==> config.mk <==
export PLATFORM = sky130hd
export DESIGN_NAME = lsu_sq_flat
export DESIGN_NICKNAME = d
export VERILOG_FILES = /design/src/source/lsu_pkg.sv /design/src/source/lsu_if.sv /design/src/source/lsu_sq.sv /design/src/flat_wrapper.sv
export SDC_FILE = /design/constraint.sdc
export NUM_CORES = 2
export LEC_CHECK = 0
export ABC_AREA = 1
export BUFFER_PORTS_ARGS = -buffer_cell sky130_fd_sc_hd__buf_4
export CAP_MARGIN = 20
export CORE_AREA = 5 5 411 413
export CTS_BUF_LIST = sky130_fd_sc_hd__clkbuf_2
export DETAILED_ROUTE_END_ITERATION = 16
export DIE_AREA = 0 0 416 418
export PLACE_DENSITY = 0.39
export SLEW_MARGIN = 20
export SYNTH_ARGS = -nofsm -noshare
export SYNTH_HDL_FRONTEND = slang
export SYNTH_SLANG_ARGS = --single-unit
export TNS_END_PERCENT = 100
==> constraint.sdc <==
create_clock -name clk -period 8.95 [get_ports clk]
set_clock_uncertainty 0.15 [all_clocks]
set_input_delay 0.895 -clock clk [delete_from_list [all_inputs] [get_ports clk]]
set_output_delay 0.895 -clock clk [all_outputs]
set_load 0.01 [all_outputs]
==> src/source/lsu_pkg.sv <==
// Load/store unit shared definitions
// Widths, data types and the opcode and function encodings

package lsu_pkg;

    parameter int DATA_WIDTH = 32;
    parameter int ADDR_WIDTH = 32;
    parameter int TAG_WIDTH  = 6;

    typedef logic [DATA_WIDTH-1:0] data_t;
    typedef logic [ADDR_WIDTH-1:0] addr_t;
    typedef logic [TAG_WIDTH-1:0]  tag_t;

    // Major opcode as delivered by the functional unit port
    typedef enum logic [6:0] {
        OPC_LOAD  = 7'b0000011,
        OPC_STORE = 7'b0100011,
        OPC_OTHER = 7'b0000000
    } lsu_opcode_e;

    // Internal function after opcode and funct3 decode
    typedef enum logic [1:0] {
        LSU_LW  = 2'b00,
        LSU_LB  = 2'b01,
        LSU_LBU = 2'b10,
        LSU_SW  = 2'b11
    } lsu_func_e;

    // funct3 encodings, insn[14:12]
    parameter logic [2:0] F3_B  = 3'b000;
    parameter logic [2:0] F3_W  = 3'b010;
    parameter logic [2:0] F3_BU = 3'b100;

endpackage

==> src/source/lsu_if.sv <==
// LSU internal interfaces
// Address-stage request bus and the store queue forwarding lookup

`timescale 1ns/10ps

interface lsu_req_if;

    logic                valid;
    lsu_pkg::lsu_func_e  func;
    lsu_pkg::addr_t      addr;
    lsu_pkg::data_t      data;
    lsu_pkg::tag_t       tag;

    modport src  (output valid, func, addr, data, tag);
    modport sink (input  valid, func, addr, data, tag);

endinterface

interface lsu_sq_alloc_if;

    lsu_pkg::addr_t  lookup_addr;
    logic            fwd_hit;
    lsu_pkg::data_t  fwd_data;

    // Execute stage asks, store queue answers in the same cycle
    modport sq   (input  lookup_addr, output fwd_hit, fwd_data);
    modport exec (output lookup_addr, input  fwd_hit, fwd_data);

endinterface

==> src/source/lsu_sq.sv <==
// LSU store queue
// Holds completed stores until the ROB retires them, forwards data to loads

`timescale 1ns/10ps

module lsu_sq #(
    parameter int SQ_DEPTH = 8
) (
    input  logic            clk,
    input  logic            n_rst,
    input  logic            i_flush,
    lsu_req_if.sink         req,
    lsu_sq_alloc_if.sq      fwd,
    input  logic            i_rob_retire_en,
    input  lsu_pkg::tag_t   i_rob_retire_tag,
    output logic            o_full,
    output logic            o_wr_en,
    output lsu_pkg::addr_t  o_wr_addr,
    output lsu_pkg::data_t  o_wr_data
);

    localparam int PTR_W = (SQ_DEPTH > 1) ? $clog2(SQ_DEPTH) : 1;
    localparam int CNT_W = $clog2(SQ_DEPTH + 1);

    lsu_pkg::addr_t     sq_addr [SQ_DEPTH];
    lsu_pkg::data_t     sq_data [SQ_DEPTH];
    lsu_pkg::tag_t      sq_tag  [SQ_DEPTH];
    logic [PTR_W-1:0]   head;
    logic [PTR_W-1:0]   tail;
    logic [CNT_W-1:0]   count;
    logic               alloc;
    logic               retire;
    logic               store_pending;

    function automatic logic [PTR_W-1:0] ptr_add(input logic [PTR_W-1:0] ptr, input int off);
        int sum;
        sum = int'(ptr) + off;
        if (sum >= SQ_DEPTH) begin
            sum = sum - SQ_DEPTH;
        end
        return sum[PTR_W-1:0];
    endfunction

    assign alloc  = req.valid && (req.func == lsu_pkg::LSU_SW) && !i_flush;
    assign retire = i_rob_retire_en && (count != '0) && (sq_tag[head] == i_rob_retire_tag)
                    && !i_flush;

    // The store sitting in the address stage is counted as already allocated
    assign store_pending = req.valid && (req.func == lsu_pkg::LSU_SW);
    assign o_full        = (int'(count) + int'(store_pending)) >= (SQ_DEPTH - 1);

    // Head store goes to memory on retire
    assign o_wr_en   = retire;
    assign o_wr_addr = sq_addr[head];
    assign o_wr_data = sq_data[head];

    always_ff @(posedge clk) begin
        if (alloc) begin
            sq_addr[tail] <= req.addr;
            sq_data[tail] <= req.data;
            sq_tag[tail]  <= req.tag;
        end
    end

    always_ff @(posedge clk, negedge n_rst) begin
        if (~n_rst) begin
            head  <= '0;
            tail  <= '0;
            count <= '0;
        end else if (i_flush) begin
            head  <= '0;
            tail  <= '0;
            count <= '0;
        end else begin
            if (alloc) begin
                tail <= ptr_add(tail, 1);
            end
            if (retire) begin
                head <= ptr_add(head, 1);
            end
            count <= count + CNT_W'(alloc) - CNT_W'(retire);
        end
    end

    // Forwarding lookup, walking oldest to youngest so the youngest match wins
    always_comb begin
        logic [PTR_W-1:0] idx;
        fwd.fwd_hit  = 1'b0;
        fwd.fwd_data = '0;
        for (int i = 0; i < SQ_DEPTH; i++) begin
            idx = ptr_add(head, i);
            if ((i < int'(count)) &&
                (sq_addr[idx][lsu_pkg::ADDR_WIDTH-1:2] == fwd.lookup_addr[lsu_pkg::ADDR_WIDTH-1:2]))
            begin
                fwd.fwd_hit  = 1'b1;
                fwd.fwd_data = sq_data[idx];
            end
        end
    end

endmodule

==> src/flat_wrapper.sv <==
// flat-port wrapper written by rule: the top's interface ports become plain ports
module lsu_sq_flat 
#(
    parameter int SQ_DEPTH = 8
)
  (clk, n_rst, i_flush, i_rob_retire_en, i_rob_retire_tag, o_full, o_wr_en, o_wr_addr, o_wr_data, req_valid, req_func, req_addr, req_data, req_tag, fwd_lookup_addr, fwd_fwd_hit, fwd_fwd_data);
  lsu_req_if req_i ();
  lsu_sq_alloc_if fwd_i ();
  input  logic clk;
  input  logic n_rst;
  input  logic i_flush;
  input  logic i_rob_retire_en;
  input  lsu_pkg::tag_t i_rob_retire_tag;
  output logic o_full;
  output logic o_wr_en;
  output lsu_pkg::addr_t o_wr_addr;
  output lsu_pkg::data_t o_wr_data;
  input wire logic [$bits(req_i.valid)-1:0] req_valid;
  input wire logic [$bits(req_i.func)-1:0] req_func;
  input wire logic [$bits(req_i.addr)-1:0] req_addr;
  input wire logic [$bits(req_i.data)-1:0] req_data;
  input wire logic [$bits(req_i.tag)-1:0] req_tag;
  input wire logic [$bits(fwd_i.lookup_addr)-1:0] fwd_lookup_addr;
  output wire logic [$bits(fwd_i.fwd_hit)-1:0] fwd_fwd_hit;
  output wire logic [$bits(fwd_i.fwd_data)-1:0] fwd_fwd_data;
  assign req_i.valid = req_valid;
  assign req_i.func = req_func;
  assign req_i.addr = req_addr;
  assign req_i.data = req_data;
  assign req_i.tag = req_tag;
  assign fwd_i.lookup_addr = fwd_lookup_addr;
  assign fwd_fwd_hit = fwd_i.fwd_hit;
  assign fwd_fwd_data = fwd_i.fwd_data;
  lsu_sq #(.SQ_DEPTH(SQ_DEPTH)) u_core (.clk(clk), .n_rst(n_rst), .i_flush(i_flush), .req(req_i), .fwd(fwd_i), .i_rob_retire_en(i_rob_retire_en), .i_rob_retire_tag(i_rob_retire_tag), .o_full(o_full), .o_wr_en(o_wr_en), .o_wr_addr(o_wr_addr), .o_wr_data(o_wr_data));
endmodule
==> results.cfg <==
[floorplanning]
num_io_pins = 214
die_area_um2 = 174000
core_um2 = 164000
row_count = 149
die_h_um = 418
die_w_um = 416
start_util = 0.249

[timing]
final.setup.worst_slack_ns = 0.575
maxSlewViolCount = 0
rsz0062_at_grt = no
post-route-min-period_ns = 8.37
max_freq_mhz = 119
hold_violations = 0
setup_tns_ns = 0
tightest_slew_ns = 1.18
fin_crit_sh = 0.936
relSlewSlack = 0.211
finalSetupViolCount = 0

[power]
ir_worst_vdd_v = 0.000117
switching_share = 0.277
pwr_density_cell_nw_per_um2 = 112
comb_power_share = 0.064
clkPwrFrac = 0.383
seq_power_share = 0.552
internal-power_mw = 3.84
power.switching_mw = 1.48
p_leak_nw = 20.8

[logic_synthesis]
synth_fp_nets = 6033
synth_cells = 5904
synth_top_area_cell = edfxtp_1
ys_async_sr_fraction = 0.0175
synthTopCellsByArea = edfxtp_1 41%, nand2_1 23%, nand3_1 12%
mappedNetlistArea_um2 = 40900
yosys_most_used_dff = edfxtp_1
synth.distinct_cells = 45
ys_seq_area_frac = 0.418
ys_warn_count = 0
synth-edff-count = 560
synth.top_cell.area_share = 0.411
postSynthAreaPerCell_um2 = 6.92
ys_ff_latch = 570

[clock_tree]
htree_levels = 4
cts-root-buf = clkbuf_2
cts_sinks = 570
cts_tree = yes
clkLatencyLatePin_ns = 1.62
cts.clk_slew.worst_paths_ns = 0.08
clockBufferDepth = 3
cts_made_buffers = 171

[worst_setup_path]
max_stage_delay_ns = 0.77
crit_slowest_cell = dfrtp_4
critical_path_required_ns = 7.91
startpoint_type = register
critPathCaptureType = primary output
reg2reg_depth = 17
crit_top_cell = nand2_1
worstSetupPathType = register to primary output
crit_arrival_ns = 7.33
critical_path.max_fanout = 122

[global_route]
grt_util_all_layers = 0.209
met3_usage = 0.0311
met1_usage = 0.274
antenna_found_initial = 18
grt_max_degree = 174
grt_pass1_wl_um = 271000
grt.overflow.total = 0
grt_pass1_vias = 39553
use_met2 = 0.347
grt_most_used_layer = met2

[placed_design]
place_ws_ns = 1.61
dp_hpwl_um = 121000
gp_congestion = 0.956
portBuffers = 211

[min_path]
hold_depth = 7
hp-class = input pin to register

[detailed_routing]
route.detailed.drc = 0
antenna_left = 0
drt_iter0_markers = 3582
wl_um = 188000
vias_per_cell = 4.97
wl_per_cell_um = 22.3
dr_total_vias = 42043
drt-pass1-iter-count = 7

[run_status]
status = finished, final reports clean

[finish]
final_nets = 6252
drive_gt1_frac = 0.0936
syn2layout_area_growth_pct = 16.2
fillers = 18121

[job]
drv_cap = 0
## final timing paths
kind                                             from                    endpoint  slack [ns]
max reg2reg                u_core.head[0]$_DFFE_PN0P_   u_core.count[1]$_DFF_PN0_        3.16
max in group asynchronous                       n_rst  u_core.head[1]$_DFFE_PN0P_        7.52
min reg2reg                u_core.tail[0]$_DFFE_PN0P_  u_core.tail[0]$_DFFE_PN0P_        0.45
min                               i_rob_retire_tag[3]  u_core.head[2]$_DFFE_PN0P_        0.37
max                        u_core.head[1]$_DFFE_PN0P_            fwd_fwd_data[30]        0.58
min in group asynchronous                       n_rst  u_core.tail[0]$_DFFE_PN0P_        0.73
## cells by family (layout without fill, tap and decap cells)
kind of cell,Yosys count,after routing,synth area share
other cells,0,18,0
fa+ha+maj,14,14,0.00447
flops,570,570,0.418
buf+inv,580,924,0.0593
xor+xnor,70,70,0.0155
mux,64,64,0.0157
compound gates,740,740,0.100
simple gates,3866,3866,0.387
## critical path, delay by kind of cell, from the launching register on
| kind | cells | cell delay [ns] |
|---|---|---|
| buf+inv | 5 | 1.95 |
| simple gates | 19 | 2.12 |
| fa+ha+maj | 1 | 0.66 |
| flops | 1 | 0.77 |
## registers in the layout (all words and copies together), names as in the netlist
register / flops
u_core.sq_addr: 256
u_core.sq_data: 256
u_core.sq_tag: 48
u_core.count: 4
u_core.head: 3
u_core.tail: 3
## power groups by stage
stage / Clock, mW / Sequential [mW] / Combinational (mW)
after CTS: 2.17 / 2.94 / 0.343
final: 2.04 / 2.94 / 0.342
after floorplan: 0 / 3.00 / 0.110
after detailed placement: 0 / 3.00 / 0.284
after global routing: 2.30 / 2.94 / 0.367
after global placement: 0 / 3.00 / 0.284
## timing repair
item	CTS	global route
gates resized for setup	5	1
endpoints found under the setup margin	33	24
hold buffers	156	0
gates cloned	0	0
pin swaps	1	1
endpoints found under the hold margin	660	0
setup buffers	3	2
## cell usage after synthesis, types with 64 or more instances
| master | n |
|---|---|
| a21oi_1 | 109 |
| buf_2 | 131 |
| clkbuf_1 | 183 |
| edfxtp_1 | 560 |
| inv_1 | 165 |
| mux2i_1 | 64 |
| nand2_1 | 2558 |
| nand3_1 | 983 |
| nor2_1 | 292 |
| o211ai_1 | 65 |
| o21ai_0 | 455 |
| xor2_1 | 64 |
## cells in the final DEF, fill, tap and decap left out, types with 3 or more instances in the layout
| cell type | instances |
|---|---|
| nand3_1 | 983 |
| o21ai_0 | 454 |
| buf_12 | 11 |
| diode_2 | 18 |
| nor4_1 | 5 |
| o22ai_1 | 10 |
| nand2_1 | 2557 |
| dlygate4sd3_1 | 156 |
| nand4_1 | 7 |
| xor2_1 | 64 |
| dfrtp_1 | 7 |
| nand2_2 | 3 |
| inv_1 | 165 |
| clkinv_1 | 43 |
| inv_6 | 8 |
| dfrtp_4 | 3 |
| xnor2_1 | 5 |
| clkbuf_2 | 245 |
| nor3_1 | 4 |
| mux2i_1 | 64 |
| nor2_1 | 285 |
| buf_4 | 269 |
| o21ai_1 | 10 |
| a31oi_1 | 32 |
| inv_2 | 4 |
| o211ai_1 | 65 |
| clkinv_2 | 9 |
| nor2_4 | 10 |
| o2111ai_1 | 8 |
| o21a_1 | 21 |
| a21oi_1 | 109 |
| ha_1 | 12 |
| o32ai_1 | 8 |
| a211oi_1 | 16 |
| a221oi_1 | 3 |
| edfxtp_1 | 560 |
| nor3_2 | 3 |
| inv_4 | 3 |
## routing by layer
metal / share of wire / wire, µm / up-vias
met2: 0.46 / 87100 / 1429
met1: 0.44 / 82900 / 19839
met4: 0.042 / 7870 / 4
met3: 0.056 / 10600 / 346
met5: 0.00012 / 23 / -
li1: - / - / 20425
## final cells by class
class | instances | area [µm²] | area share
Antenna cell | 18 | 45.0 | 0.000948
Multi-Input combinational cell | 4754 | 21500 | 0.453
Sequential cell | 570 | 17100 | 0.360
Clock buffer | 245 | 1230 | 0.0258
Timing Repair Buffer | 439 | 3840 | 0.0808
Inverter | 187 | 774 | 0.0163
Tap cell | 2189 | 2740 | 0.0577
Clock inverter | 53 | 287 | 0.00603
## stage by stage
stage	util	hold WS (ns)	instance area (µm²)	cells	power (mW)
5_1_grt	0.289	0.166	47500	8447	5.61
6_report	0.289	0.369	47500	8455	5.32
4_1_cts	0.288	0.0665	47400	8435	5.45
3_5_place_dp	0.269	0.433	44300	7978	3.28
2_1_floorplan	-	0.399	40900	5904	3.11
3_3_place_gp	0.269	0.418	44300	7978	3.28
No activity file was read; power rests on OpenSTA's default activity.
