--- src/source/lsu_pkg.sv ---
// Load/store unit shared definitions
// Widths, data types and the opcode and function encodings

package lsu_pkg;

    parameter int DATA_WIDTH = 32;
    parameter int ADDR_WIDTH = 32;
    parameter int TAG_WIDTH  = 6;

    typedef logic [DATA_WIDTH-1:0] data_t;
    typedef logic [ADDR_WIDTH-1:0] addr_t;
    typedef logic [TAG_WIDTH-1:0]  tag_t;

    // Major opcode as delivered by the functional unit port
    typedef enum logic [6:0] {
        OPC_LOAD  = 7'b0000011,
        OPC_STORE = 7'b0100011,
        OPC_OTHER = 7'b0000000
    } lsu_opcode_e;

    // Internal function after opcode and funct3 decode
    typedef enum logic [1:0] {
        LSU_LW  = 2'b00,
        LSU_LB  = 2'b01,
        LSU_LBU = 2'b10,
        LSU_SW  = 2'b11
    } lsu_func_e;

    // funct3 encodings, insn[14:12]
    parameter logic [2:0] F3_B  = 3'b000;
    parameter logic [2:0] F3_W  = 3'b010;
    parameter logic [2:0] F3_BU = 3'b100;

endpackage

--- src/source/lsu_if.sv ---
// LSU internal interfaces
// Address-stage request bus and the store queue forwarding lookup

`timescale 1ns/10ps

interface lsu_req_if;

    logic                valid;
    lsu_pkg::lsu_func_e  func;
    lsu_pkg::addr_t      addr;
    lsu_pkg::data_t      data;
    lsu_pkg::tag_t       tag;

    modport src  (output valid, func, addr, data, tag);
    modport sink (input  valid, func, addr, data, tag);

endinterface

interface lsu_sq_alloc_if;

    lsu_pkg::addr_t  lookup_addr;
    logic            fwd_hit;
    lsu_pkg::data_t  fwd_data;

    // Execute stage asks, store queue answers in the same cycle
    modport sq   (input  lookup_addr, output fwd_hit, fwd_data);
    modport exec (output lookup_addr, input  fwd_hit, fwd_data);

endinterface

--- src/source/lsu_exec.sv ---
// LSU execute stage
// Merges forwarded and memory data, aligns bytes and drives the CDB register

`timescale 1ns/10ps

module lsu_exec (
    input  logic            clk,
    input  logic            n_rst,
    input  logic            i_flush,
    lsu_req_if.sink         req,
    lsu_sq_alloc_if.exec    fwd,
    output lsu_pkg::addr_t  o_rd_addr,
    input  lsu_pkg::data_t  i_rd_data,
    output logic            o_cdb_en,
    output lsu_pkg::data_t  o_cdb_data,
    output lsu_pkg::tag_t   o_cdb_tag
);

    lsu_pkg::data_t  load_word;
    logic [7:0]      load_byte;
    lsu_pkg::data_t  result;

    assign o_rd_addr       = req.addr;
    assign fwd.lookup_addr = req.addr;

    // Queued store data takes precedence over memory
    assign load_word = fwd.fwd_hit ? fwd.fwd_data : i_rd_data;

    // Little-endian byte lane
    always_comb begin
        case (req.addr[1:0])
            2'd0:    load_byte = load_word[7:0];
            2'd1:    load_byte = load_word[15:8];
            2'd2:    load_byte = load_word[23:16];
            default: load_byte = load_word[31:24];
        endcase
    end

    always_comb begin
        case (req.func)
            lsu_pkg::LSU_LW:  result = load_word;
            lsu_pkg::LSU_LB:  result = {{(lsu_pkg::DATA_WIDTH-8){load_byte[7]}}, load_byte};
            lsu_pkg::LSU_LBU: result = {{(lsu_pkg::DATA_WIDTH-8){1'b0}}, load_byte};
            default:          result = '0;
        endcase
    end

    always_ff @(posedge clk) begin
        o_cdb_data <= result;
        o_cdb_tag  <= req.tag;
    end

    always_ff @(posedge clk, negedge n_rst) begin
        if (~n_rst) begin
            o_cdb_en <= 1'b0;
        end else if (i_flush) begin
            o_cdb_en <= 1'b0;
        end else begin
            o_cdb_en <= req.valid;
        end
    end

endmodule

--- src/flat_wrapper.sv ---
// flat-port wrapper written by rule: the top's interface ports become plain ports
module lsu_exec_flat 
  (clk, n_rst, i_flush, o_rd_addr, i_rd_data, o_cdb_en, o_cdb_data, o_cdb_tag, req_valid, req_func, req_addr, req_data, req_tag, fwd_lookup_addr, fwd_fwd_hit, fwd_fwd_data);
  lsu_req_if req_i ();
  lsu_sq_alloc_if fwd_i ();
  input  logic clk;
  input  logic n_rst;
  input  logic i_flush;
  output lsu_pkg::addr_t o_rd_addr;
  input  lsu_pkg::data_t i_rd_data;
  output logic o_cdb_en;
  output lsu_pkg::data_t o_cdb_data;
  output lsu_pkg::tag_t o_cdb_tag;
  input wire logic [$bits(req_i.valid)-1:0] req_valid;
  input wire logic [$bits(req_i.func)-1:0] req_func;
  input wire logic [$bits(req_i.addr)-1:0] req_addr;
  input wire logic [$bits(req_i.data)-1:0] req_data;
  input wire logic [$bits(req_i.tag)-1:0] req_tag;
  output wire logic [$bits(fwd_i.lookup_addr)-1:0] fwd_lookup_addr;
  input wire logic [$bits(fwd_i.fwd_hit)-1:0] fwd_fwd_hit;
  input wire logic [$bits(fwd_i.fwd_data)-1:0] fwd_fwd_data;
  assign req_i.valid = req_valid;
  assign req_i.func = req_func;
  assign req_i.addr = req_addr;
  assign req_i.data = req_data;
  assign req_i.tag = req_tag;
  assign fwd_lookup_addr = fwd_i.lookup_addr;
  assign fwd_i.fwd_hit = fwd_fwd_hit;
  assign fwd_i.fwd_data = fwd_fwd_data;
  lsu_exec u_core (.clk(clk), .n_rst(n_rst), .i_flush(i_flush), .req(req_i), .fwd(fwd_i), .o_rd_addr(o_rd_addr), .i_rd_data(i_rd_data), .o_cdb_en(o_cdb_en), .o_cdb_data(o_cdb_data), .o_cdb_tag(o_cdb_tag));
endmodule
--- config.mk ---
export PLATFORM = sky130hd
export DESIGN_NAME = lsu_exec_flat
export DESIGN_NICKNAME = d
export VERILOG_FILES = /design/src/source/lsu_pkg.sv /design/src/source/lsu_if.sv /design/src/source/lsu_exec.sv /design/src/flat_wrapper.sv
export SDC_FILE = /design/constraint.sdc
export NUM_CORES = 1
export LEC_CHECK = 0
export BUFFER_PORTS_ARGS = -buffer_cell sky130_fd_sc_hd__buf_4
export CAP_MARGIN = 30
export CELL_PAD_IN_SITES_DETAIL_PLACEMENT = 0
export CELL_PAD_IN_SITES_GLOBAL_PLACEMENT = 2
export CORE_MARGIN = 2
export CORE_UTILIZATION = 16
export CTS_CLUSTER_SIZE = 28
export DETAILED_ROUTE_END_ITERATION = 16
export HOLD_SLACK_MARGIN = 0.12
export PLACE_DENSITY = 0.85
export SYNTH_ARGS = -nofsm -noshare
export SYNTH_HDL_FRONTEND = slang
export SYNTH_SLANG_ARGS = --single-unit
--- constraint.sdc ---
create_clock -name clk -period 0.8 [get_ports clk]
set_input_delay 0.04 -clock clk [delete_from_list [all_inputs] [get_ports clk]]
set_output_delay 0.04 -clock clk [all_outputs]
set_load 0.05 [all_outputs]
==> results of run 1 <==
==> routing by layer <==
metal / share of wire, % / global-route usage (%) / wire length, um
met1: 32 / 9.84 / 2680
met2: 53 / 20.7 / 4410
met3: 11 / 3.63 / 951
met4: 3.7 / 5.38 / 311
met5: 0 / 0 / 0
==> power groups by stage <==
stage / clock network, uW / registers, uW / logic, uW
finish: 2550 / 2290 / 2490
global route: 2680 / 2310 / 2610
CTS: 2610 / 2280 / 2400
detailed placement: 0 / 2240 / 2000
global placement: 0 / 2240 / 1980
floorplan: 0 / 2870 / 1320
==> kinds of logic (layout without fill, tap and decap cells) <==
logic type      count (synthesis)  after routing  synth area share (%)
mux                            32             32                  15.9
simple gates                   41             41                  7.65
flops                          39             39                  36.1
buf+inv                        78            170                  26.5
xor+xnor                        1              1                 0.403
compound gates                 44             44                  13.5
==> registers in the layout, summed over array words and instances, names as in the netlist <==
| name | cells |
|---|---|
| u_core.o_cdb_en | 1 |
| u_core.o_cdb_data | 32 |
| u_core.o_cdb_tag | 6 |
==> Yosys cell counts (2+ instances only) <==
master,n
nor2_1,2
buf_6,5
mux2_4,2
nand2_1,34
o211ai_1,6
buf_4,65
clkbuf_1,6
mux2i_1,17
a21oi_1,7
o2bb2ai_1,6
o21ai_0,12
mux2_2,13
dfxtp_1,38
o21ai_1,4
or2_2,2
o21ai_2,3
==> what timing repair did <==
action | CTS | global route
resized for setup | 122 | 46
cloned | 3 | 0
pin swaps | 11 | 10
setup endpoints to repair | 70 | 72
hold endpoints to repair | 83 | 69
buffers inserted | 4 | 3
==> cells in the final DEF (no fill, tap or decap), drive strengths merged <==
cell type    Yosys  final
inv              1      1
bufinv           0      2
a22oi            1      1
nor2b            1      1
a21o             1      1
a21boi           1      1
mux2i           17     17
dlygate4sd3      0      9
a21oi            7      7
or2              2      2
clkbuf           6      6
a221o            1      1
buf             71    152
o21ai           19     19
dfrtp            1      1
a221oi           1      1
xnor2            1      1
o22ai            1      1
and2             1      1
dfxtp           38     38
mux2            15     15
nand2b           1      1
nor2             2      2
o211ai           6      6
o2bb2ai          6      6
nand2           34     34
==> final cells by class <==
type / instances / area [um^2]
Fill cell: 1396 / 9380
Timing Repair Buffer: 161 / 1610
Multi-Input combinational cell: 118 / 1010
Inverter: 1 / 3.75
Sequential cell: 39 / 833
Tap cell: 176 / 220
Clock inverter: 2 / 60.1
Clock buffer: 6 / 129
==> metrics by stage <==
stage / cells / TNS, ps / power (uW) / instance area, um^2
floorplan: 235 / -9670 / 4180 / 2190
detailed placement: 479 / -15590 / 4240 / 2960
global route: 503 / -6060 / 7600 / 3860
CTS: 504 / -4550 / 7290 / 3750
finish: 503 / -4000 / 7330 / 3860
global placement: 479 / -14510 / 4220 / 2960
==> final timing paths <==
check	from	end	slack (ps)	cells after the start
min	i_rd_data[29]	u_core.o_cdb_data[29]	50	3
max	fwd_fwd_hit	u_core.o_cdb_data[18]	-150	6
min in group asynchronous	n_rst	u_core.o_cdb_en	110	2
max in group asynchronous	n_rst	u_core.o_cdb_en	610	2
==> critical path, stage by stage <==
cell and delay [ps]:
buf_12 120, mux2_4 310, a22oi_2 180, a221o_2 250, buf_12 150, nand2_1 60
==> impl_table.tex, run 1 <==
\begin{tabular}{lr}
\hline
Metric & Value \\
\hline
\multicolumn{2}{l}{\textbf{Detailed routing}} \\
\quad \# DRC & 0 \\
\quad Wire length per cell & 16.6 um \\
\quad Detailed-router iteration count before antenna repair & 4 \\
\quad Antenna-violating nets left & 0 \\
\quad Vias per inst & 3.85 \\
\quad Aggregate routed wire length & 8350 um \\
\quad Routed via count & 1938 \\
\quad Initial DRC count & 66 \\
\multicolumn{2}{l}{\textbf{Clock network}} \\
\quad Clock tree root buffer cell & clkbuf\_16 \\
\quad Num CTS Buffers & 5 \\
\quad Hold buffer count at CTS & 10 \\
\quad Number of sinks on the clock net & 39 \\
\quad H-tree levels & 2 \\
\quad Clock slew at reported path FFs & 60 ps \\
\quad Number of buffers on the longest clock path & 2 \\
\quad CTS tree & done \\
\multicolumn{2}{l}{\textbf{Timing}} \\
\quad Final Hold Violating Endpoints & 0 \\
\quad Final worst path period share & 119\% \\
\quad Unrepaired setup endpoints after global routing & yes \\
\quad Maximum frequency from static timing analysis & 1.05 GHz \\
\quad Hold slack final & 47.2 ps \\
\quad Transition time of the tightest slew-check pin & 375 ps \\
\quad Number of failing setup endpoints in the final timing report & 40 \\
\quad Headroom to the max-slew limit & 75.0\% \\
\quad Smallest setup slack after layout & -154 ps \\
\quad Crit path time final & 954 ps \\
\quad Final Max Slew Viols & 0 \\
\multicolumn{2}{l}{\textbf{Global routing}} \\
\quad Global routing usage summed across all routing layers & 10.7\% \\
\quad Largest net degree at the start of global routing & 18 \\
\quad Via count of the first global-routing pass & 2114 \\
\quad Remaining Overflow, GRT & 0 \\
\quad Number of antenna violations at the first check in global routing & 0 \\
\quad Wire length of the first global-routing pass & 11600 um \\
\multicolumn{2}{l}{\textbf{Worst hold path}} \\
\quad Type of the tightest min-delay check & in -> reg \\
\multicolumn{2}{l}{\textbf{Setup path}} \\
\quad Worst setup EP type & flop \\
\quad Worst-path fanout max & 14 \\
\quad Type of the worst setup path & in -> reg \\
\quad Critical Path AT & 1120 ps \\
\quad Worst setup SP type & input port \\
\quad Worst path required time & 970 ps \\
\multicolumn{2}{l}{\textbf{Floorplanning}} \\
\quad Die area & 0.0145 mm\^{}2 \\
\quad Overall die height & 121 um \\
\quad Top Ports & 244 \\
\quad Die width & 121 um \\
\quad Core footprint & 0.0132 mm\^{}2 \\
\quad Initial core utilization & 16.4\% \\
\quad Number of core rows & 42 \\
\multicolumn{2}{l}{\textbf{Logic synthesis}} \\
\quad Synthesized netlist net count & 376 \\
\quad Gate count after technology mapping & 235 \\
\quad FF+latch count, synth & 39 \\
\quad Most area-hungry cell type in the Yosys netlist & dfxtp\_1 \\
\quad Portion of synthesized cell area occupied by the leading cell type & 35.0\% \\
\quad Part of the Yosys area used for sequential elements & 36.1\% \\
\quad Synth unique cells & 29 \\
\quad Top post-synthesis cells by area & dfxtp\_1 (35\%), buf\_4 (22\%), mux2i\_1 (7.8\%), mux2\_2 (6.7\%), nand2\_1 (5.9\%) \\
\quad Proportion of synthesized flip-flops having asynchronous set or reset & 2.56\% \\
\quad Post-Synthesis Cell Area & 0.00218 mm\^{}2 \\
\quad Post-synth EDFFs & 0 \\
\quad Post-synthesis average cell area & 9.26 um\^{}2 \\
\quad Total number of yosys warnings & 0 \\
\quad Most used flip-flop cell after synthesis & dfxtp\_1 \\
\multicolumn{2}{l}{\textbf{Pwr}} \\
\quad Share of total power consumed by net switching & 29.5\% \\
\quad Proportion of power drawn by flip-flops and latches & 31.2\% \\
\quad Static Leakage & 0.00176 uW \\
\quad Power density normalized to cell area & 1900 mW/mm\^{}2 \\
\quad Net switching component of the power & 2160 uW \\
\quad Gate power share & 34.0\% \\
\quad Clock share of power & 34.8\% \\
\quad Internal & 5170 uW \\
\quad Worst VDD drop & 0.000665 V \\
\multicolumn{2}{l}{\textbf{Placement}} \\
\quad Worst setup slack before clock tree synthesis & -567 ps \\
\quad Number of buffers added on ports & 121 \\
\quad Dpl hpwl & 6230 um \\
\quad Last weighted congestion value of the routability-driven placer & 0.677 \\
\multicolumn{2}{l}{\textbf{Run status}} \\
\quad Result of the run & finished with violations \\
\quad Failing checks & setup timing \\
\multicolumn{2}{l}{\textbf{Layout}} \\
\quad Ant. Diodes & 0 \\
\quad Proportion of layout cells with a drive suffix above 1 & 72.5\% \\
\quad Nets & 467 \\
\quad Final Util & 29.2\% \\
\quad Post-synthesis to final-layout area growth & 77.6\% \\
\multicolumn{2}{l}{\textbf{Flow run}} \\
\quad Max-cap violations & 0 \\
\hline
\end{tabular}
(Power assumes the default switching activity.)
==> run 2, diff against run 1 <==
- clock period: 0.8 -> 1 ns (I/O delays scaled with it)
==> impl_table.tex, run 2 (same netlist as run 1, synthesis figures left out) <==
\begin{tabular}{lr}
\hline
Metric & Value \\
\hline
\multicolumn{2}{l}{\textbf{Worst hold path}} \\
\quad Hold depth & 3 (unchanged) \\
\quad HP Start & i\_rd\_data[29] (unchanged) \\
\quad Type of the tightest min-delay check & in -> reg (unchanged) \\
\multicolumn{2}{l}{\textbf{Layout}} \\
\quad Leading cell types in the layout, fill and taps excluded & buf\_4 (144), dfxtp\_1 (38), nand2\_1 (33) (was buf\_4 (102), dfxtp\_2 (38), nand2\_1 (31)) \\
\quad Max reg flops & 32 (unchanged) \\
\quad Registers with the most flip-flops & u\_core.o\_cdb\_data x32, u\_core.o\_cdb\_tag x6, u\_core.o\_cdb\_en x1 (unchanged) \\
\quad Nets & 471 (was 467) \\
\quad Final Util & 25.7\% (was 29.2\%) \\
\quad Largest register by flop count & u\_core.o\_cdb\_data (unchanged) \\
\quad Proportion of layout cells with a drive suffix above 1 & 55.9\% (was 72.5\%) \\
\quad Post-synthesis to final-layout area growth & 56.6\% (was 77.6\%) \\
\quad Commonest non-fill, non-tap cell in the layout & buf\_4 (unchanged) \\
\quad Ant. Diodes & 0 (unchanged) \\
\multicolumn{2}{l}{\textbf{Placement}} \\
\quad Number of buffers added on ports & 121 (unchanged) \\
\quad Worst setup slack before clock tree synthesis & -377 ps (was -567 ps) \\
\quad Dpl hpwl & 6220 um (was 6230 um) \\
\quad Last weighted congestion value of the routability-driven placer & 0.680 (was 0.677) \\
\multicolumn{2}{l}{\textbf{Pwr}} \\
\quad Total power & 5310 uW (was 7330 uW) \\
\quad Worst VDD drop & 0.000555 V (was 0.000665 V) \\
\quad Static Leakage & 0.00163 uW (was 0.00176 uW) \\
\quad Power density normalized to cell area & 1560 mW/mm\^{}2 (was 1900 mW/mm\^{}2) \\
\multicolumn{2}{l}{\textbf{Timing}} \\
\quad Final Max Slew Viols & 0 (unchanged) \\
\quad Final worst path period share & 97.4\% \\
\quad Smallest setup slack after layout & 26.5 ps (was -154 ps) \\
\quad Headroom to the max-slew limit & 79.6\% (was 75.0\%) \\
\quad Crit path time final & 974 ps \\
\quad Setup TNS Final & 0 ps (was -4000 ps) \\
\quad Hold slack final & 80.2 ps (was 47.2 ps) \\
\quad Final Hold Violating Endpoints & 0 (unchanged) \\
\quad Number of failing setup endpoints in the final timing report & 0 (was 40) \\
\quad Unrepaired setup endpoints after global routing & yes (unchanged) \\
\quad Transition time of the tightest slew-check pin & 297 ps (was 375 ps) \\
\quad Maximum frequency from static timing analysis & 1.03 GHz \\
\multicolumn{2}{l}{\textbf{Floorplanning}} \\
\quad Top Ports & 244 (unchanged) \\
\quad Die width & 121 um (unchanged) \\
\quad Overall die height & 121 um (unchanged) \\
\quad Number of core rows & 42 (unchanged) \\
\quad Die area & 0.0145 mm\^{}2 (unchanged) \\
\quad Initial core utilization & 16.4\% (unchanged) \\
\quad Core footprint & 0.0132 mm\^{}2 (unchanged) \\
\multicolumn{2}{l}{\textbf{Global routing}} \\
\quad Global routing usage summed across all routing layers & 10.1\% (was 10.7\%) \\
\quad Number of antenna violations at the first check in global routing & 0 (unchanged) \\
\quad Largest net degree at the start of global routing & 18 (unchanged) \\
\quad Remaining Overflow, GRT & 0 (unchanged) \\
\quad Wire length of the first global-routing pass & 10800 um (was 11600 um) \\
\quad Via count of the first global-routing pass & 2014 (was 2114) \\
\multicolumn{2}{l}{\textbf{Clock network}} \\
\quad Num CTS Buffers & 5 (unchanged) \\
\quad Clock tree root buffer cell & clkbuf\_16 (unchanged) \\
\quad Clock slew at reported path FFs & 60 ps (about the same) \\
\quad Number of sinks on the clock net & 39 (unchanged) \\
\quad CTS tree & done (unchanged) \\
\quad Number of buffers on the longest clock path & 2 (unchanged) \\
\quad H-tree levels & 2 (unchanged) \\
\multicolumn{2}{l}{\textbf{Run status}} \\
\quad Result of the run & finished clean (was finished with violations) \\
\multicolumn{2}{l}{\textbf{Detailed routing}} \\
\quad Routed via count & 1931 (was 1938) \\
\quad Wire length per cell & 15.5 um (was 16.6 um) \\
\quad Aggregate routed wire length & 7860 um (was 8350 um) \\
\quad Vias per inst & 3.81 (was 3.85) \\
\quad \# DRC & 0 (unchanged) \\
\quad Antenna-violating nets left & 0 (unchanged) \\
\quad Detailed-router iteration count before antenna repair & 4 (unchanged) \\
\quad Initial DRC count & 60 (was 66) \\
\multicolumn{2}{l}{\textbf{Setup path}} \\
\quad Worst setup EP type & flop (unchanged) \\
\quad Worst-path fanout max & 2 (was 14) \\
\quad Buffers and inverters on the worst path & 2 (unchanged) \\
\quad Worst setup SP type & input port (unchanged) \\
\quad Crit-path cells & dlygate4sd3\_1 -> buf\_4 -> mux2i\_4 -> o211ai\_1 -> o2bb2ai\_1 (was buf\_12 -> mux2\_4 -> a22oi\_2 -> a221o\_2 -> buf\_12 -> nand2\_1) \\
\quad Type of the worst setup path & in -> reg (unchanged) \\
\quad Origin of the worst setup path & fwd\_fwd\_data[2] (was fwd\_fwd\_hit) \\
\quad Category of cells accounting for the largest share of critical-path delay & buffers and inverters (was compound AO/OA/AOI/OAI gates) \\
\quad Worst path required time & 1160 ps (was 970 ps) \\
\quad Stages on worst setup path & 5 (was 6) \\
\quad Critical Path AT & 1130 ps (was 1120 ps) \\
\quad Crit path largest cell delay & 550 ps (was 310 ps) \\
\quad Cell with the largest stage delay on the worst path & dlygate4sd3\_1 (was mux2\_4) \\
\multicolumn{2}{l}{\textbf{Flow run}} \\
\quad Max-cap violations & 0 (unchanged) \\
\hline
\end{tabular}
[run 2: changes by cell type in the layout (fill, tap and decap cells not counted), sizes merged]
cell         previous run  this run
bufbuf                  0         1
buf                   152       148
dlygate4sd3             9        16
clkinv                  0         1
bufinv                  2         1
[run 2: layer usage]
metal	global-route usage, %	vias up	wire length, um
li1	-	916	-
met1	9.43	855	2730
met2	19.4	127	3990
met3	2.97	33	825
met4	5.38	0	311
met5	0	-	0
[run 2: where the power goes]
group | switching, uW | internal (uW)
sequential | 49.8 | 1700
clock | 612 | 1240
combinational | 964 | 739
total | 1630 | 3680
[run 2: path summary, 6_finish.rpt]
kind / endpoint / slack, ps
worst max-delay path: u_core.o_cdb_data[2] / 30
worst min-delay path: u_core.o_cdb_data[29] / 80
max in group asynchronous: u_core.o_cdb_en / 260
min in group asynchronous: u_core.o_cdb_en / 630
[run 2: through the flow]
step / cell area, um^2 / cells
floorplan: 2190 / 235
global placement: 2960 / 479
detailed placement: 2960 / 479
CTS: 3360 / 507
global route: 3410 / 507
finish: 3410 / 507
[run 2: final cells by class]
class / count / area, um^2
fill: 1446 / 9840
timing repair buffer: 165 / 1350
multi-input combinational: 118 / 870
sequential: 39 / 786
tap: 176 / 220
clock buffer: 6 / 139
clock inverter: 2 / 35.0
inverter: 1 / 3.75
[run 2: what timing repair did]
item,in CTS,in global routing
hold buffers,16,1
pin swaps,2,4
hold endpoints to repair,77,63
endpoints found under the setup margin,26,26
resized for setup,4,10
cloned,1,0
setup buffers,3,0
