**src/source/lsu_pkg.sv**
```systemverilog
// Load/store unit shared definitions
// Widths, data types and the opcode and function encodings

package lsu_pkg;

    parameter int DATA_WIDTH = 32;
    parameter int ADDR_WIDTH = 32;
    parameter int TAG_WIDTH  = 6;

    typedef logic [DATA_WIDTH-1:0] data_t;
    typedef logic [ADDR_WIDTH-1:0] addr_t;
    typedef logic [TAG_WIDTH-1:0]  tag_t;

    // Major opcode as delivered by the functional unit port
    typedef enum logic [6:0] {
        OPC_LOAD  = 7'b0000011,
        OPC_STORE = 7'b0100011,
        OPC_OTHER = 7'b0000000
    } lsu_opcode_e;

    // Internal function after opcode and funct3 decode
    typedef enum logic [1:0] {
        LSU_LW  = 2'b00,
        LSU_LB  = 2'b01,
        LSU_LBU = 2'b10,
        LSU_SW  = 2'b11
    } lsu_func_e;

    // funct3 encodings, insn[14:12]
    parameter logic [2:0] F3_B  = 3'b000;
    parameter logic [2:0] F3_W  = 3'b010;
    parameter logic [2:0] F3_BU = 3'b100;

endpackage

```
**src/source/lsu_if.sv**
```systemverilog
// LSU internal interfaces
// Address-stage request bus and the store queue forwarding lookup

`timescale 1ns/10ps

interface lsu_req_if;

    logic                valid;
    lsu_pkg::lsu_func_e  func;
    lsu_pkg::addr_t      addr;
    lsu_pkg::data_t      data;
    lsu_pkg::tag_t       tag;

    modport src  (output valid, func, addr, data, tag);
    modport sink (input  valid, func, addr, data, tag);

endinterface


```
**src/source/lsu_agen.sv**
```systemverilog
// LSU address generation
// Captures accepted instructions, decodes them and forms the effective address

`timescale 1ns/10ps

module lsu_agen (
    input  logic                 clk,
    input  logic                 n_rst,
    input  logic                 i_flush,
    input  logic                 i_fu_valid,
    input  lsu_pkg::lsu_opcode_e i_fu_opcode,
    input  lsu_pkg::data_t       i_fu_insn,
    input  lsu_pkg::data_t       i_fu_src_a,
    input  lsu_pkg::data_t       i_fu_src_b,
    input  lsu_pkg::tag_t        i_fu_tag,
    input  logic                 i_sq_full,
    output logic                 o_fu_stall,
    lsu_req_if.src               req
);

    logic                  s1_valid;
    lsu_pkg::lsu_opcode_e  s1_opcode;
    lsu_pkg::data_t        s1_insn;
    lsu_pkg::data_t        s1_src_a;
    lsu_pkg::data_t        s1_src_b;
    lsu_pkg::tag_t         s1_tag;
    logic                  accept;
    logic                  dec_ok;
    lsu_pkg::lsu_func_e    dec_func;
    logic [11:0]           imm12;
    lsu_pkg::addr_t        agen_addr;

    assign o_fu_stall = i_sq_full;
    assign accept     = i_fu_valid && !o_fu_stall;

    // Input capture
    always_ff @(posedge clk) begin
        if (accept) begin
            s1_opcode <= i_fu_opcode;
            s1_insn   <= i_fu_insn;
            s1_src_a  <= i_fu_src_a;
            s1_src_b  <= i_fu_src_b;
            s1_tag    <= i_fu_tag;
        end
    end

    always_ff @(posedge clk, negedge n_rst) begin
        if (~n_rst) begin
            s1_valid <= 1'b0;
        end else begin
            s1_valid <= accept && !i_flush;
        end
    end

    // Opcode and funct3 decode, unsupported combinations drop out here
    always_comb begin
        dec_ok   = 1'b0;
        dec_func = lsu_pkg::LSU_LW;
        imm12    = s1_insn[31:20];
        case (s1_opcode)
            lsu_pkg::OPC_LOAD: begin
                case (s1_insn[14:12])
                    lsu_pkg::F3_W: begin
                        dec_ok   = 1'b1;
                        dec_func = lsu_pkg::LSU_LW;
                    end
                    lsu_pkg::F3_B: begin
                        dec_ok   = 1'b1;
                        dec_func = lsu_pkg::LSU_LB;
                    end
                    lsu_pkg::F3_BU: begin
                        dec_ok   = 1'b1;
                        dec_func = lsu_pkg::LSU_LBU;
                    end
                    default: dec_ok = 1'b0;
                endcase
            end
            lsu_pkg::OPC_STORE: begin
                // S-format splits the immediate around rs2
                imm12    = {s1_insn[31:25], s1_insn[11:7]};
                dec_ok   = (s1_insn[14:12] == lsu_pkg::F3_W);
                dec_func = lsu_pkg::LSU_SW;
            end
            default: dec_ok = 1'b0;
        endcase
    end

    assign agen_addr = s1_src_a + {{(lsu_pkg::ADDR_WIDTH-12){imm12[11]}}, imm12};

    // Address stage register
    always_ff @(posedge clk) begin
        req.func <= dec_func;
        req.addr <= agen_addr;
        req.data <= s1_src_b;
        req.tag  <= s1_tag;
    end

    always_ff @(posedge clk, negedge n_rst) begin
        if (~n_rst) begin
            req.valid <= 1'b0;
        end else if (i_flush) begin
            req.valid <= 1'b0;
        end else begin
            req.valid <= s1_valid && dec_ok;
        end
    end

endmodule

```
**src/flat_wrapper.sv**
```systemverilog
// flat-port wrapper written by rule: the top's interface ports become plain ports
module lsu_agen_flat 
  (clk, n_rst, i_flush, i_fu_valid, i_fu_opcode, i_fu_insn, i_fu_src_a, i_fu_src_b, i_fu_tag, i_sq_full, o_fu_stall, req_valid, req_func, req_addr, req_data, req_tag);
  lsu_req_if req_i ();
  input  logic clk;
  input  logic n_rst;
  input  logic i_flush;
  input  logic i_fu_valid;
  input  lsu_pkg::lsu_opcode_e i_fu_opcode;
  input  lsu_pkg::data_t i_fu_insn;
  input  lsu_pkg::data_t i_fu_src_a;
  input  lsu_pkg::data_t i_fu_src_b;
  input  lsu_pkg::tag_t i_fu_tag;
  input  logic i_sq_full;
  output logic o_fu_stall;
  output wire logic [$bits(req_i.valid)-1:0] req_valid;
  output wire logic [$bits(req_i.func)-1:0] req_func;
  output wire logic [$bits(req_i.addr)-1:0] req_addr;
  output wire logic [$bits(req_i.data)-1:0] req_data;
  output wire logic [$bits(req_i.tag)-1:0] req_tag;
  assign req_valid = req_i.valid;
  assign req_func = req_i.func;
  assign req_addr = req_i.addr;
  assign req_data = req_i.data;
  assign req_tag = req_i.tag;
  lsu_agen u_core (.clk(clk), .n_rst(n_rst), .i_flush(i_flush), .i_fu_valid(i_fu_valid), .i_fu_opcode(i_fu_opcode), .i_fu_insn(i_fu_insn), .i_fu_src_a(i_fu_src_a), .i_fu_src_b(i_fu_src_b), .i_fu_tag(i_fu_tag), .i_sq_full(i_sq_full), .o_fu_stall(o_fu_stall), .req(req_i));
endmodule
```
**config.mk**
```make
export PLATFORM = sky130hd
export DESIGN_NAME = lsu_agen_flat
export DESIGN_NICKNAME = d
export VERILOG_FILES = /design/src/source/lsu_pkg.sv /design/src/source/lsu_if.sv /design/src/source/lsu_agen.sv /design/src/flat_wrapper.sv
export SDC_FILE = /design/constraint.sdc
export NUM_CORES = 1
export LEC_CHECK = 0
export BUFFER_PORTS_ARGS = -buffer_cell sky130_fd_sc_hd__buf_4
export CORE_ASPECT_RATIO = 0.6
export CORE_MARGIN = 4
export CORE_UTILIZATION = 45
export CTS_CLUSTER_SIZE = 10
export DETAILED_ROUTE_END_ITERATION = 16
export GPL_ROUTABILITY_DRIVEN = 0
export PLACE_DENSITY = 0.75
export REMOVE_ABC_BUFFERS = 1
export SETUP_SLACK_MARGIN = 0.3
export SYNTH_ARGS = -nofsm -noshare
export SYNTH_HDL_FRONTEND = slang
export SYNTH_SLANG_ARGS = --single-unit
```
**constraint.sdc**
```tcl
create_clock -name clk -period 3.5 [get_ports clk]
set_input_delay 0.525 -clock clk [delete_from_list [all_inputs] [get_ports clk]]
set_output_delay 0.525 -clock clk [all_outputs]
set_load 0.05 [all_outputs]
```
==> results of run 1 <==
## synth_stat cells (4+ instances only)
cell type                   n  area, sq um
sky130_fd_sc_hd__nand2_1   15         56.3
sky130_fd_sc_hd__dfxtp_1   72         1440
sky130_fd_sc_hd__o21bai_1   5         37.5
sky130_fd_sc_hd__a31oi_1    5         31.3
sky130_fd_sc_hd__nand3_1   11         55.1
sky130_fd_sc_hd__ha_1      31          388
sky130_fd_sc_hd__nor2_1    25         93.8
sky130_fd_sc_hd__a211oi_1   5         37.5
sky130_fd_sc_hd__xor2_1     8         70.1
sky130_fd_sc_hd__a21oi_1   35          175
sky130_fd_sc_hd__o211ai_1   4         30.0
sky130_fd_sc_hd__nand4_1    6         37.5
sky130_fd_sc_hd__clkbuf_1   5         18.8
sky130_fd_sc_hd__nor3_1     6         30.0
sky130_fd_sc_hd__a21o_1    16          120
sky130_fd_sc_hd__o21a_1     4         30.0
sky130_fd_sc_hd__xnor2_1   16          140
sky130_fd_sc_hd__inv_1     12         45.0
sky130_fd_sc_hd__a311oi_1   4         35.0
sky130_fd_sc_hd__edfxtp_1  97         2910
sky130_fd_sc_hd__mux2_2     6         67.6
sky130_fd_sc_hd__nor2b_1    7         43.8
sky130_fd_sc_hd__and2_1     5         31.3
sky130_fd_sc_hd__o21ai_0   16         80.1
## layer usage
metal	vias to the layer above	global-route usage [%]	wire (um)
met5	-	0	0
met4	0	6.50	330
met3	40	5.97	1550
met2	268	29.0	7440
met1	2148	24.3	6410
li1	2142	-	-
## area by class of cell
class                      count  area [sq um]
timing repair buffer         201          1520
clock inverter                14           165
tap                          192           240
multi-input combinational    268          2190
clock buffer                  18           429
inverter                      12          45.0
sequential                   171          4400
fill                         975          4800
## repair_timing
| item | CTS | global route |
|---|---|---|
| setup endpoints to repair | 17 | 24 |
| pin swaps | 16 | 20 |
| resized for setup | 17 | 28 |
| endpoints found under the hold margin | 2 | 0 |
| buffers inserted | 11 | 7 |
| hold buffers | 1 | 0 |
## state kept, by name, indices dropped and copies added (netlist names)
| signal | flops |
|---|---|
| u_core.req.addr | 32 |
| u_core.req.data | 32 |
| u_core.s1_src_a | 32 |
| u_core.s1_src_b | 32 |
| u_core.s1_insn | 20 |
| u_core.s1_opcode | 7 |
| u_core.req.tag | 6 |
| u_core.s1_tag | 6 |
| u_core.req.func | 2 |
| u_core.req.valid | 1 |
| u_core.s1_valid | 1 |
## cells by family (layout without fill, tap and decap cells)
logic type	count (synthesis)	in the layout	synth area share (%)
AND/OR/NAND/NOR	89	89	7.06
adder cells (fa/ha/maj)	32	32	6.36
buffers and inverters	21	245	1.35
AO/OA/AOI/OAI	116	116	12.1
multiplexers	7	7	1.21
XOR/XNOR	24	24	3.28
flip-flops	171	171	68.6
## power by group
part | leakage, uW | switching [uW] | internal (uW)
sequential | 0.00154 | 69.5 | 2340
clock | 0.000291 | 888 | 968
combinational | 0.00191 | 891 | 499
total | 0.00375 | 1850 | 3810
## cell usage in the layout (no fill, tap or decap), drive strengths merged, types with 5 or more instances in the layout
cell      n
nand4     6
edfxtp   97
mux2      6
nand2    15
buf     200
o21bai    5
dfxtp    72
clkbuf   18
inv      21
nand3    11
and2      5
nor2     25
a31oi     5
o21ai    20
nor3      6
a21oi    36
nor2b     7
ha       31
xor2      8
xnor2    16
a21o     16
clkinv    5
a211oi    8
## stage by stage
stage	setup WS [ps]	hold WS [ps]	instances	cell area (sq um)	util (%)
floorplan	-1930	229	451	6380	-
global placement	82.9	308	825	7990	57.9
CTS	242	235	869	8780	63.7
global route	-26.8	236	876	8990	65.2
detailed placement	64.4	310	825	7990	57.9
finish	118	256	876	8990	65.2
## how the worst min path moves through the flow
stage / start / endpoint / slack [ps]
after floorplan: n_rst / u_core.req.valid / 230
after global placement: n_rst / u_core.req.valid / 310
after detailed placement: n_rst / u_core.req.valid / 310
after CTS: i_flush / u_core.s1_valid / 230
after global routing: i_flush / u_core.s1_valid / 240
final: i_flush / u_core.s1_valid / 260
==> results.toml, run 1 <==
[floorplan]
core.rowCount = 33
io_pins = 188
core_area_sq_mm = 0.0138
die-width_um = 162
dieHeight_um = 101
floorplan_die_area_sq_mm = 0.0163
starting_utilization_of_the_core_area_pct = 46.5

[synth]
postSynth.asyncResetShare_pct = 1.17
synth.lib_cells_used.distinct = 54
yosys_warnings = 0
post_synth_inst_count = 460
post_synth.cell_area_avg_sq_um = 14.0
count_of_flip_flops_with_a_built_in_enable_after_synthesis = 97
mappedNetlistArea_sq_mm = 0.00642
ys_seq_elements = 171
synth_flop_cell = "sky130_fd_sc_hd__edfxtp_1"
seq_area_frac_synth_pct = 68.6

[setup_path]
worstSetupPathDepth = 12
crit_path_start = "u_core.s1_opcode[3]"
critical_path.slowest_cell = "sky130_fd_sc_hd__or4b_1"
startpoint_type = "register"
timing.rr.end = "u_core.req.addr[31]"
worstSetupEndpoint = "u_core.req.addr[31]"
timing.critical_path.buf_inv = 1
worst-endpoint-arrival_ps = 3750
rr_startpoint = "u_core.s1_opcode[3]"
rrSetupSlack_ps = 120
critical_path_required_ps = 3860
crit_fanout = 4
critical-path-top-delay-family = "simple AND/OR/NAND/NOR gates"
cpPeakStageDelay_ps = 490
reg2regPathDepth = 12
start_to_end_type_of_the_worst_setup_path = "register to register"
worst_path_most_repeated_cell = "sky130_fd_sc_hd__nand4_1"
worstSetupEndpointType = "register"
cp_cell_sequence = "nor4_4 > nand4_1 > buf_6 > mux2_4 > ha_4 > nand4_1 > a211oi_4 > nor3_2 > o21ai_2 > a311oi_2 > or4b_1 > nand3_1"

[sta]
report.final.setup_viol = 0
fin_tns_setup_ps = 0
min_period_over_period_pct = 96.6
relative_max_transition_margin_pct = 43.1
slew_violations = 0
clock_skew_ps = 11.9
rsz_0062_raised_after_global_routing = "true"
finalWorstPathRequiredPeriod_ps = 3380
timing.final.hold_violations = 0
tightestPinTransition_ps = 854
max_clock_freq_ghz = 0.296

[route]
drc_violations = 0
vias = 4598
via_per_inst = 5.25
route.detailed.wl_per_inst_um = 18.0
drt_pre_antenna_iters = 6
antenna_violating_nets_post_route = 0
dr.first_iter.drc_count = 283
drt_wl_total_mm = 15.7

[grt]
first_global_vias = 4493
global_route.overflow_total = 0
grt_util_all_layers_pct = 18.4
grt_start_max_net_pins = 68
grt_pass1_wl_mm = 23.4
grt_antenna_before_repair = 0

[hold_path]
hold-path-cell-count = 2
hold_path_class = "primary input to register"

[clocking]
clock_path_buffers = 2
clk-insertion-delay-late_ps = 420
cts_made_buffers = 17
htreeDepth = 4
cts_tree = "yes"
clk_pin_slew_ps = 70
clock_sink_count = 171
clockRootBuffer = "sky130_fd_sc_hd__clkbuf_16"

[run_status]
status = "complete, no violations"

[place]
dp_hpwl_mm = 10.5
portBuffers = 175

[finish]
final_antenna_diode_count = 0
proportion_of_layout_cells_with_a_drive_suffix_above_1_pct = 40.1
synthToLayoutAreaGrowth_pct = 40.1
design.final.nets = 817

[pwr]
total_power_uw = 5650
total_leakage_power_uw = 0.00375
peakVddDrop_v = 0.000338
cellPowerDensity_mw_per_mm2 = 629

[flow_run]
maxCapViolCount = 0
No activity file was read; power rests on OpenSTA's default activity.
==> run 2: changes to the inputs <==
Settings changed: REMOVE_ABC_BUFFERS 1 to default.
==> results.toml, run 2 (synthesized netlist as in run 1, its figures left out) <==
[finish]
final-seq-area_sq_mm = 0.00440
synthToLayoutAreaGrowth_pct = 41.1
multi_input_comb_area_sq_mm = 0.00222
design.final.nets = 820
final_antenna_diode_count = 0
mostFrequentLayoutCells = "sky130_fd_sc_hd__buf_4 (199), sky130_fd_sc_hd__edfxtp_1 (97), sky130_fd_sc_hd__dfxtp_1 (72)"
mostFrequentLayoutCell = "sky130_fd_sc_hd__buf_4"
proportion_of_layout_cells_with_a_drive_suffix_above_1_pct = 41.9
nFillCells = 981
finish.utilization_pct = 65.7

[sta]
min_period_over_period_pct = 98.7
clock_skew_ps = 13.2
relative_max_transition_margin_pct = 64.7
max_clock_freq_ghz = 0.290
finalWorstPathRequiredPeriod_ps = 3450
tightestPinTransition_ps = 527
rsz_0062_raised_after_global_routing = "true"
report.final.setup_viol = 0
timing.final.hold_violations = 0
postLayoutSetupSlackWorst_ps = 45.8
hold-worst-slack_ps = 251
fin_tns_setup_ps = 0
slew_violations = 0

[floorplan]
starting_utilization_of_the_core_area_pct = 46.5
dieHeight_um = 101
die-width_um = 162
core_area_sq_mm = 0.0138
io_pins = 188
core.rowCount = 33
floorplan_die_area_sq_mm = 0.0163

[grt]
grt_util_all_layers_pct = 17.6
global_route.overflow_total = 0
grt_antenna_before_repair = 0
grt_pass1_wl_mm = 22.5
grt_start_max_net_pins = 99
first_global_vias = 4339

[pwr]
cellPowerDensity_mw_per_mm2 = 622
peakVddDrop_v = 0.000380
total_leakage_power_uw = 0.00377

[clocking]
cts_tree = "yes"
clk-insertion-delay-late_ps = 430
clockRootBuffer = "sky130_fd_sc_hd__clkbuf_16"
clk_pin_slew_ps = 80
clock_path_buffers = 2
cts_made_buffers = 17
clock_sink_count = 171
htreeDepth = 4

[setup_path]
worstSetupEndpointType = "register"
startpoint_type = "register"
crit_fanout = 3
start_to_end_type_of_the_worst_setup_path = "register to register"
worst-endpoint-arrival_ps = 3810
critical_path_required_ps = 3850

[route]
drt_pre_antenna_iters = 5
drt_wl_total_mm = 15.5
vias = 4557
drc_violations = 0
via_per_inst = 5.18
route.detailed.wl_per_inst_um = 17.6
antenna_violating_nets_post_route = 0
dr.first_iter.drc_count = 274

[run_status]
status = "complete, no violations"

[synth]
post_synthesis_net_count = 606

[flow_run]
maxCapViolCount = 0

[place]
dp_hpwl_mm = 10.4
portBuffers = 175
dp_slack_ps = -37.6

[hold_path]
hold_path_class = "primary input to register"
## run 2: area by class of cell
type	count	share of cell area, %
flip-flops and latches	171	48.6
multi-input cells	268	24.6
repair buffers	204	17.2
clock buffers	18	4.74
well taps	192	2.65
clock inverters	14	1.70
inverters	12	0.497
## run 2: per-layer routing
| metal | global-route usage (%) | share of wire [%] | up-vias |
|---|---|---|---|
| li1 | - | - | 2151 |
| met2 | 27.8 | 47 | 233 |
| met1 | 22.9 | 41 | 2152 |
| met5 | 0 | 0 | - |
| met3 | 6.82 | 9.5 | 21 |
| met4 | 5.26 | 1.7 | 0 |
## run 2: repair_timing
item                       CTS  global route
resized for setup           25            35
setup endpoints to repair   19            24
hold endpoints to repair     2             0
setup buffers                5            14
pin swaps                   22            34
hold buffers                 1             0
## run 2: critical path, cell delays in order, from the launching register on
cell and delay, ps:
sky130_fd_sc_hd__edfxtp_1 420, sky130_fd_sc_hd__nor4_4 300, sky130_fd_sc_hd__nand4_1 210, sky130_fd_sc_hd__buf_4 190
sky130_fd_sc_hd__mux2_4 210, sky130_fd_sc_hd__ha_4 160, sky130_fd_sc_hd__inv_2 40, sky130_fd_sc_hd__fa_2 370
sky130_fd_sc_hd__nor2b_4 140, sky130_fd_sc_hd__o211ai_1 130, sky130_fd_sc_hd__a31o_2 320, sky130_fd_sc_hd__a211oi_4 310
sky130_fd_sc_hd__buf_4 160, sky130_fd_sc_hd__o2111ai_2 100, sky130_fd_sc_hd__o211ai_1 150, sky130_fd_sc_hd__xor2_1 170
## run 2: metrics by stage
step / total power, uW / cells / cell area [sq um]
6_report: 5630 / 879 / 9050
5_1_grt: 5860 / 879 / 9050
4_1_cts: 5570 / 865 / 8790
3_5_place_dp: 3710 / 827 / 8020
3_3_place_gp: 3680 / 827 / 8020
2_1_floorplan: 3280 / 460 / 6420
## run 2: worst paths after layout
kind                                      from                  end  cells after the start  slack [ps]
hold / removal                         i_flush      u_core.s1_valid                      2         250
hold reg to reg               u_core.s1_tag[5]    u_core.req.tag[5]                      0         340
setup reg to reg           u_core.s1_opcode[3]  u_core.req.addr[30]                     15          50
min in group asynchronous                n_rst      u_core.s1_valid                      2         420
max in group asynchronous                n_rst     u_core.req.valid                      2        2990
setup / recovery           u_core.s1_opcode[3]  u_core.req.addr[30]                     15          50
## run 2: power by group
part	internal (uW)	switching [uW]	total [uW]
Combinational	510	902	1410
Sequential	2340	67.0	2410
Clock	955	860	1810
Total	3800	1830	5630
==> run 3: changes to the inputs <==
Settings changed: RECOVER_POWER from default to 100.
==> results.toml, run 3 (synthesized netlist as in run 1, its figures left out) <==
[clocking]
clockRootBuffer = "sky130_fd_sc_hd__clkbuf_16"
clk-insertion-delay-late_ps = 430
htreeDepth = 4
cts_made_buffers = 17
cts_tree = "yes"
clock_path_buffers = 2
clock_sink_count = 171
clk_pin_slew_ps = 70

[setup_path]
worstSetupEndpointType = "register"
critical_path_required_ps = 3850
start_to_end_type_of_the_worst_setup_path = "register to register"
startpoint_type = "register"
worst-endpoint-arrival_ps = 3840
crit_fanout = 3

[flow_run]
maxCapViolCount = 1

[sta]
fin_tns_setup_ps = 0
max_clock_freq_ghz = 0.287
slew_violations = 99
relative_max_transition_margin_pct = -56.2
finalWorstPathRequiredPeriod_ps = 3490
report.final.setup_viol = 0
clock_skew_ps = 12.2
min_period_over_period_pct = 99.6
tightestPinTransition_ps = 2340
timing.final.hold_violations = 0
rsz_0062_raised_after_global_routing = "true"

[finish]
final_antenna_diode_count = 0
proportion_of_layout_cells_with_a_drive_suffix_above_1_pct = 30.9
mostFrequentLayoutCells = "sky130_fd_sc_hd__clkbuf_4 (97), sky130_fd_sc_hd__edfxtp_1 (97), sky130_fd_sc_hd__clkbuf_1 (77)"
design.final.nets = 820
synthToLayoutAreaGrowth_pct = 36.4

[route]
antenna_violating_nets_post_route = 0
drt_wl_total_mm = 15.5
via_per_inst = 5.22
route.detailed.wl_per_inst_um = 17.6
vias = 4587
drc_violations = 0
drt_pre_antenna_iters = 5
dr.first_iter.drc_count = 295

[pwr]
total_leakage_power_uw = 0.00347
cellPowerDensity_mw_per_mm2 = 630
total_power_uw = 5520
peakVddDrop_v = 0.000384

[grt]
grt_pass1_wl_mm = 22.5
global_route.overflow_total = 0
grt_antenna_before_repair = 2
first_global_vias = 4339
grt_util_all_layers_pct = 17.6
grt_start_max_net_pins = 99

[hold_path]
hold_path_class = "primary input to register"

[floorplan]
die-width_um = 162
starting_utilization_of_the_core_area_pct = 46.5
core_area_sq_mm = 0.0138
floorplan_die_area_sq_mm = 0.0163
core.rowCount = 33
io_pins = 188
dieHeight_um = 101

[run_status]
status = "finished with violations"
violations_in_the_final_reports = "max-capacitance violations, max-slew violations"

[place]
portBuffers = 175
dp_hpwl_mm = 10.4

[synth]
post_synthesis_net_count = 606
-- run 3: cell count changes in the layout (fill, tap and decap cells not counted) --
cell | before | now
sky130_fd_sc_hd__buf_4 | 199 | 26
sky130_fd_sc_hd__clkbuf_4 | 0 | 97
sky130_fd_sc_hd__clkbuf_1 | 1 | 77
sky130_fd_sc_hd__buf_12 | 1 | 0
sky130_fd_sc_hd__clkbuf_2 | 0 | 1
-- run 3: layout make-up --
class / instances / area, sq um
fillers: 1055 / 5040
flip-flops and latches: 171 / 4400
multi-input cells: 268 / 2220
repair buffers: 204 / 1260
clock buffers: 18 / 429
well taps: 192 / 240
clock inverters: 14 / 154
inverters: 12 / 45.0
-- run 3: through the flow --
step                hold slack (ps)  setup slack (ps)  utilization (%)  std cells  area (sq um)
floorplan                       229               321                -        460          6420
global placement                308              99.4             58.1        827          8020
detailed placement              314             -37.6             58.1        827          8020
CTS                             241               166             63.8        865          8790
global route                    243              -161             63.5        879          8750
finish                          248              14.7             63.5        879          8750
-- run 3: worst paths after layout --
| kind | slack (ps) | start | depth (start not counted) | to |
|---|---|---|---|---|
| min in group asynchronous | 420 | n_rst | 2 | u_core.s1_valid |
| hold reg to reg | 340 | u_core.s1_tag[5] | 0 | u_core.req.tag[5] |
| max in group asynchronous | 2940 | n_rst | 2 | u_core.req.valid |
| setup reg to reg | 10 | u_core.s1_opcode[3] | 15 | u_core.req.addr[30] |
| hold / removal | 250 | i_flush | 2 | u_core.s1_valid |
| setup / recovery | 10 | u_core.s1_opcode[3] | 15 | u_core.req.addr[30] |
-- run 3: worst max-delay path, cell delays in order, from the launching register on --
cell and delay, ps:
sky130_fd_sc_hd__edfxtp_1 420, sky130_fd_sc_hd__nor4_4 300, sky130_fd_sc_hd__nand4_1 210, sky130_fd_sc_hd__buf_4 190, sky130_fd_sc_hd__mux2_4 210, sky130_fd_sc_hd__ha_4 160
sky130_fd_sc_hd__inv_2 40, sky130_fd_sc_hd__fa_2 370, sky130_fd_sc_hd__nor2b_4 140, sky130_fd_sc_hd__o211ai_1 140, sky130_fd_sc_hd__a31o_2 330, sky130_fd_sc_hd__a211oi_4 310
sky130_fd_sc_hd__buf_4 160, sky130_fd_sc_hd__o2111ai_2 100, sky130_fd_sc_hd__o211ai_1 150, sky130_fd_sc_hd__xor2_1 180
-- run 3: repair_timing --
action / in CTS / in global routing
setup buffers: 5 / 14
endpoints found under the setup margin: 19 / 24
hold endpoints to repair: 2 / 0
resized for setup: 25 / 35
hold buffers: 1 / 0
pin swaps: 22 / 34
-- run 3: where the power goes --
group | switching, uW | leakage, uW | internal [uW]
logic | 903 | 0.00165 | 389
registers | 63.7 | 0.00154 | 2340
clock network | 863 | 0.000282 | 955
-- run 3: routing by layer --
metal / track usage (%) / part of all wire [%]
met2: 27.8 / 47
met5: 0 / 0.14
met1: 22.9 / 41
met4: 5.26 / 2.0
met3: 6.82 / 9.7
